## config.mk

```make
export PLATFORM = sky130hd
export DESIGN_NAME = axis_pkt_buffer
export DESIGN_NICKNAME = d
export VERILOG_FILES = /design/src/axis_pkt_pkg.sv /design/src/sync_fifo.sv /design/src/axis_fifo_wrap.sv /design/src/pkt_count.sv /design/src/pkt_gate_fsm.sv /design/src/axis_pkt_buffer.sv
export SDC_FILE = /design/constraint.sdc
export NUM_CORES = 1
export LEC_CHECK = 0
export CAP_MARGIN = 15
export CORE_ASPECT_RATIO = 0.7
export CORE_MARGIN = 8
export CORE_UTILIZATION = 50
export CTS_BUF_LIST = sky130_fd_sc_hd__clkbuf_16
export CTS_CLUSTER_DIAMETER = 80
export DETAILED_ROUTE_END_ITERATION = 16
export DONT_BUFFER_PORTS = 1
export GPL_TIMING_DRIVEN = 0
export MAX_ROUTING_LAYER = met4
export SYNTH_ARGS = -nofsm -noshare
export SYNTH_HDL_FRONTEND = slang
export SYNTH_SLANG_ARGS = --single-unit
export TNS_END_PERCENT = 50
```

## constraint.sdc

```tcl
create_clock -name clk_i -period 11.6 [get_ports clk_i]
set_input_delay 1.16 -clock clk_i [delete_from_list [all_inputs] [get_ports clk_i]]
set_output_delay 1.16 -clock clk_i [all_outputs]
set_load 0.005 [all_outputs]
```

## src/axis_pkt_pkg.sv

```systemverilog
// shared widths and types for the store-and-forward packet buffer
// import into any module that needs the data word or gate state types

package axis_pkt_pkg;

    // default stream data width
    localparam int DATA_W = 32;

    // buffer depth in words, keep it a power of two
    localparam int DEPTH = 16;

    // one data beat on either stream
    typedef logic [DATA_W-1:0] word_t;

    // output gate modes
    //   ST_HOLD  : output closed, waiting for a whole packet
    //   ST_SEND  : forwarding one stored packet
    //   ST_FLUSH : cut-through for a packet longer than the FIFO
    typedef enum logic [1:0] {
        ST_HOLD  = 2'd0,
        ST_SEND  = 2'd1,
        ST_FLUSH = 2'd2
    } gate_state_e;

endpackage

```

## src/sync_fifo.sv

```systemverilog
// single-clock fall-through FIFO, head word readable whenever not empty
// reports occupancy and almost-full / almost-empty levels

`timescale 1ns/1ps

module sync_fifo
    import axis_pkt_pkg::*;
#(
    parameter int FIFO_WIDTH = DATA_W + 1,
    parameter int FIFO_DEPTH = DEPTH
) (
    input  logic                        clk_i,
    input  logic                        reset_i,

    input  logic [FIFO_WIDTH-1:0]       data_i,
    input  logic                        push_i,
    input  logic                        pop_i,

    output logic [FIFO_WIDTH-1:0]       data_o,
    output logic                        empty_o,
    output logic                        full_o,
    output logic                        a_empty_o,
    output logic                        a_full_o,
    output logic [$clog2(FIFO_DEPTH):0] data_cnt_o
);

    localparam int ADDR_W = $clog2(FIFO_DEPTH);
    localparam int CNT_W  = ADDR_W + 1;

    typedef logic [ADDR_W:0]  ptr_t; // extra wrap bit
    typedef logic [CNT_W-1:0] cnt_t;

    if ((1 << ADDR_W) != FIFO_DEPTH) begin : g_depth_check
        $error("FIFO_DEPTH has to be a power of two");
    end

    logic [FIFO_WIDTH-1:0] mem [FIFO_DEPTH];

    ptr_t wr_ptr_q;
    ptr_t rd_ptr_q;
    cnt_t cnt_q;
    logic do_push;
    logic do_pop;

    // requests against full / empty are dropped
    assign do_push = push_i & ~full_o;
    assign do_pop  = pop_i & ~empty_o;

    always_ff @(posedge clk_i) begin
        if (do_push) begin
            mem[wr_ptr_q[ADDR_W-1:0]] <= data_i;
        end
    end

    always_ff @(posedge clk_i) begin
        if (reset_i) begin
            wr_ptr_q <= '0;
        end else if (do_push) begin
            wr_ptr_q <= wr_ptr_q + ptr_t'(1);
        end
    end

    always_ff @(posedge clk_i) begin
        if (reset_i) begin
            rd_ptr_q <= '0;
        end else if (do_pop) begin
            rd_ptr_q <= rd_ptr_q + ptr_t'(1);
        end
    end

    always_ff @(posedge clk_i) begin
        if (reset_i) begin
            cnt_q <= '0;
        end else begin
            case ({do_push, do_pop})
                2'b10:   cnt_q <= cnt_q + cnt_t'(1);
                2'b01:   cnt_q <= cnt_q - cnt_t'(1);
                default: cnt_q <= cnt_q; // idle or push+pop
            endcase
        end
    end

    // head word straight from the array
    assign data_o = mem[rd_ptr_q[ADDR_W-1:0]];

    assign empty_o = (wr_ptr_q == rd_ptr_q);

    // same address, opposite lap
    assign full_o = (wr_ptr_q[ADDR_W] != rd_ptr_q[ADDR_W]) &&
                    (wr_ptr_q[ADDR_W-1:0] == rd_ptr_q[ADDR_W-1:0]);

    assign a_full_o   = (cnt_q >= cnt_t'(FIFO_DEPTH - 1));
    assign a_empty_o  = (cnt_q <= cnt_t'(1));
    assign data_cnt_o = cnt_q;

endmodule

```

## src/axis_fifo_wrap.sv

```systemverilog
// stream adapter around sync_fifo, stores tlast beside each data word
// input ready is FIFO not full, output valid is FIFO not empty

`timescale 1ns/1ps

module axis_fifo_wrap
    import axis_pkt_pkg::*;
#(
    parameter int FIFO_WIDTH = DATA_W,
    parameter int FIFO_DEPTH = DEPTH
) (
    input  logic                        clk_i,
    input  logic                        reset_i,

    input  logic [FIFO_WIDTH-1:0]       s_tdata_i,
    input  logic                        s_tvalid_i,
    input  logic                        s_tlast_i,
    output logic                        s_tready_o,

    output logic [FIFO_WIDTH-1:0]       m_tdata_o,
    output logic                        m_tvalid_o,
    output logic                        m_tlast_o,
    input  logic                        m_tready_i,

    output logic                        full_o,
    output logic                        a_full_o,
    output logic                        a_empty_o,
    output logic [$clog2(FIFO_DEPTH):0] data_cnt_o
);

    localparam int WORD_W = FIFO_WIDTH + 1; // tlast on top

    logic [WORD_W-1:0] wr_word;
    logic [WORD_W-1:0] rd_word;
    logic              push;
    logic              pop;
    logic              empty;

    assign wr_word = {s_tlast_i, s_tdata_i};
    assign {m_tlast_o, m_tdata_o} = rd_word;

    assign s_tready_o = ~full_o;
    assign m_tvalid_o = ~empty;

    assign push = s_tvalid_i & s_tready_o;
    assign pop  = m_tvalid_o & m_tready_i;

    sync_fifo #(
        .FIFO_WIDTH(WORD_W),
        .FIFO_DEPTH(FIFO_DEPTH)
    ) u_fifo (
        .clk_i     (clk_i),
        .reset_i   (reset_i),
        .data_i    (wr_word),
        .push_i    (push),
        .pop_i     (pop),
        .data_o    (rd_word),
        .empty_o   (empty),
        .full_o    (full_o),
        .a_empty_o (a_empty_o),
        .a_full_o  (a_full_o),
        .data_cnt_o(data_cnt_o)
    );

endmodule

```

## src/pkt_count.sv

```systemverilog
// number of complete packets held in the buffer
// up on a stored tlast beat, down when the gate reports a tlast leaving

`timescale 1ns/1ps

module pkt_count
    import axis_pkt_pkg::*;
#(
    parameter int FIFO_DEPTH = DEPTH
) (
    input  logic clk_i,
    input  logic reset_i,

    input  logic s_tvalid_i,
    input  logic s_tready_i,
    input  logic s_tlast_i,

    input  logic pkt_done_i,
    output logic pkt_avail_o
);

    // worst case is a FIFO full of one-beat packets
    localparam int CNT_W = $clog2(FIFO_DEPTH) + 1;

    typedef logic [CNT_W-1:0] cnt_t;

    cnt_t pkt_cnt_q;
    logic inc;
    logic dec;

    assign inc = s_tvalid_i & s_tready_i & s_tlast_i;
    assign dec = pkt_done_i;

    always_ff @(posedge clk_i) begin
        if (reset_i) begin
            pkt_cnt_q <= '0;
        end else if (inc && !dec) begin
            pkt_cnt_q <= pkt_cnt_q + cnt_t'(1);
        end else if (dec && !inc) begin
            pkt_cnt_q <= pkt_cnt_q - cnt_t'(1);
        end
    end

    assign pkt_avail_o = (pkt_cnt_q != '0);

endmodule

```

## src/pkt_gate_fsm.sv

```systemverilog
// output gate, opens for one whole stored packet at a time
// falls back to cut-through when the FIFO fills without a stored tlast

`timescale 1ns/1ps

module pkt_gate_fsm
    import axis_pkt_pkg::*;
(
    input  logic clk_i,
    input  logic reset_i,

    input  logic fifo_tvalid_i,
    input  logic fifo_tlast_i,
    input  logic fifo_full_i,
    input  logic pkt_avail_i,

    input  logic m_tready_i,
    output logic m_tvalid_o,
    output logic fifo_tready_o,
    output logic pkt_done_o
);

    gate_state_e state;
    gate_state_e state_nxt;

    logic gate_open;
    logic beat_out;
    logic last_out;

    assign gate_open = (state != ST_HOLD);

    assign m_tvalid_o    = gate_open & fifo_tvalid_i;
    assign fifo_tready_o = gate_open & m_tready_i;

    assign beat_out = m_tvalid_o & m_tready_i;
    assign last_out = beat_out & fifo_tlast_i;

    // also fires in FLUSH, the tlast was counted once it got stored
    assign pkt_done_o = last_out;

    always_comb begin
        state_nxt = state;
        case (state)
            ST_HOLD: begin
                if (pkt_avail_i) begin
                    state_nxt = ST_SEND;
                end else if (fifo_full_i) begin
                    state_nxt = ST_FLUSH; // oversized packet
                end
            end
            ST_SEND, ST_FLUSH: begin
                // closing here leaves a bubble before the next packet
                if (last_out) begin
                    state_nxt = ST_HOLD;
                end
            end
            default: state_nxt = ST_HOLD;
        endcase
    end

    always_ff @(posedge clk_i) begin
        if (reset_i) begin
            state <= ST_HOLD;
        end else begin
            state <= state_nxt;
        end
    end

endmodule

```

## src/axis_pkt_buffer.sv

```systemverilog
// store-and-forward AXI-Stream packet buffer, top level
// FIFO wrapper, packet counter and output gate on a single clock

`timescale 1ns/1ps

module axis_pkt_buffer
    import axis_pkt_pkg::*;
#(
    parameter int FIFO_WIDTH = DATA_W,
    parameter int FIFO_DEPTH = DEPTH
) (
    input  logic                        clk_i,
    input  logic                        reset_i,

    input  word_t                       s_axis_tdata_i,
    input  logic                        s_axis_tvalid_i,
    input  logic                        s_axis_tlast_i,
    output logic                        s_axis_tready_o,

    output word_t                       m_axis_tdata_o,
    output logic                        m_axis_tvalid_o,
    output logic                        m_axis_tlast_o,
    input  logic                        m_axis_tready_i,

    output logic                        a_full_o,
    output logic                        a_empty_o,
    output logic [$clog2(FIFO_DEPTH):0] data_cnt_o
);

    if (FIFO_WIDTH != $bits(word_t)) begin : g_width_check
        $error("FIFO_WIDTH does not match the stream word width");
    end

    logic fifo_tvalid;
    logic fifo_tlast;
    logic fifo_tready;
    logic fifo_full;
    logic pkt_done;
    logic pkt_avail;

    axis_fifo_wrap #(
        .FIFO_WIDTH(FIFO_WIDTH),
        .FIFO_DEPTH(FIFO_DEPTH)
    ) u_wrap (
        .clk_i     (clk_i),
        .reset_i   (reset_i),
        .s_tdata_i (s_axis_tdata_i),
        .s_tvalid_i(s_axis_tvalid_i),
        .s_tlast_i (s_axis_tlast_i),
        .s_tready_o(s_axis_tready_o),
        .m_tdata_o (m_axis_tdata_o),  // head word goes out directly
        .m_tvalid_o(fifo_tvalid),
        .m_tlast_o (fifo_tlast),
        .m_tready_i(fifo_tready),
        .full_o    (fifo_full),
        .a_full_o  (a_full_o),
        .a_empty_o (a_empty_o),
        .data_cnt_o(data_cnt_o)
    );

    pkt_count #(
        .FIFO_DEPTH(FIFO_DEPTH)
    ) u_count (
        .clk_i      (clk_i),
        .reset_i    (reset_i),
        .s_tvalid_i (s_axis_tvalid_i),
        .s_tready_i (s_axis_tready_o),
        .s_tlast_i  (s_axis_tlast_i),
        .pkt_done_i (pkt_done),
        .pkt_avail_o(pkt_avail)
    );

    pkt_gate_fsm u_gate (
        .clk_i        (clk_i),
        .reset_i      (reset_i),
        .fifo_tvalid_i(fifo_tvalid),
        .fifo_tlast_i (fifo_tlast),
        .fifo_full_i  (fifo_full),
        .pkt_avail_i  (pkt_avail),
        .m_tready_i   (m_axis_tready_i),
        .m_tvalid_o   (m_axis_tvalid_o),
        .fifo_tready_o(fifo_tready),
        .pkt_done_o   (pkt_done)
    );

    assign m_axis_tlast_o = fifo_tlast;

endmodule

```

# Yosys cells after proc, flatten, opt, wreduce, memory -nomap -nowiden

Memory sizes are Yosys's and may differ from the RTL's. A register that Yosys moved wholly into a read port is not among the register bits.
Cells that the tools add are included.

$add $sub $neg: 6
$mul: 0
Div/mod/pow operators: 0
Order comparisons: 2
Eq/ne operators: 9
Shift-type cells: 0
Multiplexer cells: 11
Bitwise gates (word level): 11
Reduce and logical (&&, ||, !) cells: 12

Operator list:

| operator                                                          | count |
|---|---|
| adder 5 x 1 -> 5 bit, second input constant                       | 4 |
| two-way mux 5 bit                                                 | 2 |
| one-hot mux 5 bit (2 select lines)                                | 1 |
| subtractor 5 x 1 -> 5 bit, second input constant                  | 2 |
| bitwise AND 1 bit                                                 | 9 |
| two-way mux 4 bit                                                 | 2 |
| two-way mux 2 bit                                                 | 3 |
| nonzero test 2 bit                                                | 3 |
| equality test 5 bit                                               | 1 |
| greater-or-equal comparator 5 x 4 -> 1 bit, second input constant | 1 |
| less-or-equal comparator 5 x 1 -> 1 bit, second input constant    | 1 |
| nonzero test 5 bit                                                | 1 |
| equality test 2 x 1 -> 1 bit, second input constant               | 2 |
| equality test 2 bit, second input constant                        | 2 |
| equality test 4 bit                                               | 1 |
| one-hot mux 2 bit (2 select lines)                                | 1 |
| logical AND 1 bit                                                 | 3 |
| != test 3 bit, second input constant                              | 1 |
| logical NOT 1 bit                                                 | 2 |
| logical NOT 2 bit                                                 | 1 |
| two-way mux 1 bit                                                 | 2 |
| != test 2 bit, second input constant                              | 1 |
| NOT 1 bit                                                         | 2 |
| AND reduction 2 bit                                               | 1 |
| other kinds (2)                                                   | 2 |

Register bits: 22
Latch bits: 0
Bits in writable memories: 528
ROM bits: 0
Input port bits: 37
Output and inout port bits: 42
Word-level logic and storage cells: 57
Memories: 1

Memories:

| memory            | words | width | rd ports | clocked after memory_dff | write ports | line            | text |
|---|---|---|---|---|---|---|---|
| u_wrap.u_fifo.mem | 16    | 33    | 1        | 1                        | 1           | sync_fifo.sv:37 | `logic [FIFO_WIDTH-1:0] mem [FIFO_DEPTH];` |

# Longest topological paths before layout

Depth after elaboration: 9
Depth in mapped cells: 14

# Hierarchy

From an unflattened synthesis, not the netlist that was laid out.

Cell total of the unflattened synthesis: 935
Area, all modules: 21545.7 um2

Modules (own cells, without submodules):

| module         | times used | cells an instance | area each (um2) |
|---|---|---|---|
| sync_fifo      | 1          | 874               | 21018.9 |
| pkt_count      | 1          | 40                | 342.8 |
| pkt_gate_fsm   | 1          | 17                | 163.9 |
| axis_fifo_wrap | 1          | 4                 | 20.0 |

# Least setup slack after synthesis

OpenSTA, ideal clock, no wires.

Path type: input to register
Start point: in s_axis_tvalid_i
End point: mem u_wrap.u_fifo.mem[3][0] (netlist bit), enable pin
Setup time: 0.465 ns
Arrival: 3.751 ns
Setup slack: 7.384 ns
Cell stages on the path: 3
Path buffers: 0
Cells stage by stage: inv_1 a211o_1 nor3_1

Word-level cells in the longest chain between the ends: 4

Ends and longest elaborated chain:

| what                                    | line                  | text |
|---|---|---|
| start, declared                         | axis_pkt_buffer.sv:16 | `input logic s_axis_tvalid_i,` |
| bitwise AND 1 bit                       | axis_fifo_wrap.sv:45  | `assign push = s_tvalid_i & s_tready_o;` |
| bitwise AND 1 bit                       | sync_fifo.sv:46       | `assign do_push = push_i & ~full_o;` |
| two-way mux 1 bit                       | sync_fifo.sv:50       | `if (do_push) begin` |
| two-way mux 1 bit (not written as such) | sync_fifo.sv:51       | `mem[wr_ptr_q[ADDR_W-1:0]] <= data_i;` |
| end, declared                           | sync_fifo.sv:37       |  |

Every way passes these cells.

==> run summary <==
Status: complete, no violations
Layout cells sized above 1: 29.40%
CTS tree: built
FF+latch count, synth: 554
Vias in the first global route: 9,953
Hold Vio Cnt, Final: 0
Total number of vias: 9,582
Post-Synth Adder-Cell Area: 0.9735%
DR iter-0 viols: 1,156
Hold Crit Class: reg -> reg
Total routed wirelength: 46,740 um
IO Port Bufs: 0
Post-route design area: 24,240 um^2
Post-Route Skew: 0.01742 ns
DP Area: 22,480 um^2
Ys Warns: 0
Post-synthesis compound-gate area fraction: 0.9266%
F_max: 223.6 MHz
Area contributors post-synth: edfxtp_1, mux4_2, dfxtp_1
Placer Congestion: 0.7162
Setup Fix Bufs, Post-CTS: 0
Met3 routed WL: 3221 um
Die area: 49,640 um^2
Setup ws final: 7.128 ns
Crit Path Class: reg -> out
Gr ovfl total: 0
Gate Count Post-Synth: 915
Worst Path Required: 10.44 ns
Post-synthesis area per instance: 23.32 um^2
Design Power: 0.004187 W
DRT Pass-1 Iters: 5
Die H: 188.8 um
Rows: 63
Fin crit share: 38.55%
Ys flop type: edfxtp_1
Largest net degree at the start of global routing: 26
Final net count: 1,044
Cell area after synthesis: 21,340 um^2
Leakage: 7.537 nW
Met2 wire length: 22,070 um
Area Overhead vs Synth: 13.61%
Pins over their slew limit: 0
Mux cell area share after synthesis: 17.76%
Commonest cells post-synth: edfxtp_1, mux4_2, nor2_1
Clk root buf: clkbuf_16
Area share of the largest cell type after synthesis: 74.31%
Post-Synth XOR/XNOR Area: 0.8210%
DP Wirelength: 28,290 um
Worst-path clk slew: 0.06 ns
Num CTS Buffers: 52
Clock buffer depth: 3
Antenna Nets Post-Route: 0
Crit path DAT: 3.31 ns
DRT met1 WL: 20,880 um
Hold Buf Count CTS: 0
Synth Area in Simple Gates: 1.619%
Largest fanout on the critical path: 10
Main combinational cell family by area after synthesis: multiplexers
PostCTS Resize Cnt: 0
Yosys top cell by area: edfxtp_1
Worst VDD drop: 127.9 uV
# IOs: 79
Distinct cells, synth: 40
Initial Utilization: 50.50%
Pwr Density: 172.8 nW/um^2
Most frequent cell after synthesis: edfxtp_1
# setup viols final: 0
RSZ-0062 raised after global routing: no
Final min period: 4.472 ns
Slew @ Worst Pin: 1.061 ns
Number of flops mapped to enable cells by yosys: 528
Clk sinks: 554
Ys async rst share: 0%
Vias/cell: 6.042
Worst slack at placement: 7.526 ns
CORE AREA: 42,250 um^2
H-tree Lvls: 2
Initial antenna violation count: 0
GRT Total Usage: 19.47%
Remaining DRCs: 0
First-pass GRT wire length: 68,900 um
Diode count: 0
Slew HR: 29.27%
Setup TNS: 0 ns
Die width: 262.9 um
Worst-Skew Late Latency: 0.58 ns
Setup crit start kind: flop
Mapped Nets: 968
Sequential share of the synthesized area: 76.75%
Critical path endpoint category: primary output
Post-DR wirelength/cell: 29.47 um
Top routing layer in use: met4
# Max-Cap Violations: 0
==> final cells by class <==
type                            count  area, um^2
Multi-Input combinational cell    304        4755
Buffer                             45       200.2
Sequential cell                   554       16380
Fill cell                        3041       18010
Clock buffer                       54        1351
Timing Repair Buffer               22       452.9
Clock inverter                     43       367.9
Tap cell                          552       690.7
Inverter                           12       45.04
==> sequential cells by signal (all words and copies together), names as in the netlist, named ones only <==
| name | cells |
|---|---|
| u_wrap.u_fifo.data_cnt_o | 5 |
| u_count.pkt_cnt_q | 5 |
| u_wrap.u_fifo.rd_ptr_q | 5 |
| u_gate.state | 2 |
| u_wrap.u_fifo.mem | 528 |
| u_wrap.u_fifo.wr_ptr_q | 5 |
==> per-layer routing <==
layer,up-vias,global-route usage (%)
li1,4032,-
met1,5188,27.88
met2,315,29.72
met3,47,3.790
met4,0,3.248
met5,-,-
==> power breakdown <==
group          total (W)  leakage, nW  internal, W  switching, W
logic           0.000245         1.67     0.000119      0.000126
registers        0.00224         4.98      0.00222     0.0000141
clock network    0.00171        0.885     0.000978      0.000728
total            0.00419         7.54      0.00332      0.000868
==> per-stage QoR <==
step | hold slack [ns] | instances | util (%)
global route | 0.5516 | 1586 | 57.37
detailed placement | 0.4801 | 1487 | 53.20
floorplan | 0.4585 | 915 | -
finish | 0.4846 | 1586 | 57.37
global placement | 0.4683 | 1467 | 52.13
CTS | 0.4895 | 1584 | 57.27
==> cell families after synthesis <==
logic type	Yosys count
simple gates	66
compound gates	29
buf+inv	57
mux	173
fa+ha+maj	16
flops	554
xor+xnor	20
==> path summary, 6_finish.rpt <==
path                   startpoint              endpoint  slack [ns]  cells past startpoint
min reg2reg  u_count.pkt_cnt_q[4]  u_count.pkt_cnt_q[4]        0.48                      2
max reg2reg                  flop  u_count.pkt_cnt_q[4]        7.57                     12
min          u_count.pkt_cnt_q[4]  u_count.pkt_cnt_q[4]        0.48                      2
max                          flop    m_axis_tdata_o[22]        7.13                      4
==> critical path, cell delays in order (launching register included) <==
cell	delay [ns]
dfxtp_1	0.36
clkbuf_1	0.62
buf_1	0.77
mux4_2	0.42
mux4_2	0.56
==> placed cells by master (no fill, tap or decap), types with 2 or more instances in the layout <==
| cell | count |
|---|---|
| or3_1 | 2 |
| clkinv_2 | 15 |
| bufinv_16 | 6 |
| a21oi_1 | 10 |
| inv_1 | 21 |
| clkinvlp_4 | 2 |
| nor2_1 | 29 |
| mux4_2 | 164 |
| and2_1 | 2 |
| edfxtp_1 | 528 |
| xnor2_1 | 11 |
| clkbuf_1 | 23 |
| buf_1 | 4 |
| xor2_1 | 9 |
| dfxtp_1 | 26 |
| a21oi_2 | 2 |
| o21ai_0 | 2 |
| a21o_1 | 2 |
| buf_2 | 16 |
| buf_16 | 7 |
| and3_2 | 13 |
| nor2b_1 | 3 |
| clkbuf_16 | 54 |
| clkinv_1 | 8 |
| ha_1 | 15 |
| nand2_1 | 4 |
| buf_6 | 5 |
| a211oi_1 | 4 |
| o211a_1 | 3 |
| buf_12 | 10 |
| mux2i_1 | 8 |
| nand3_1 | 3 |
No activity file was read; power rests on OpenSTA's default activity.
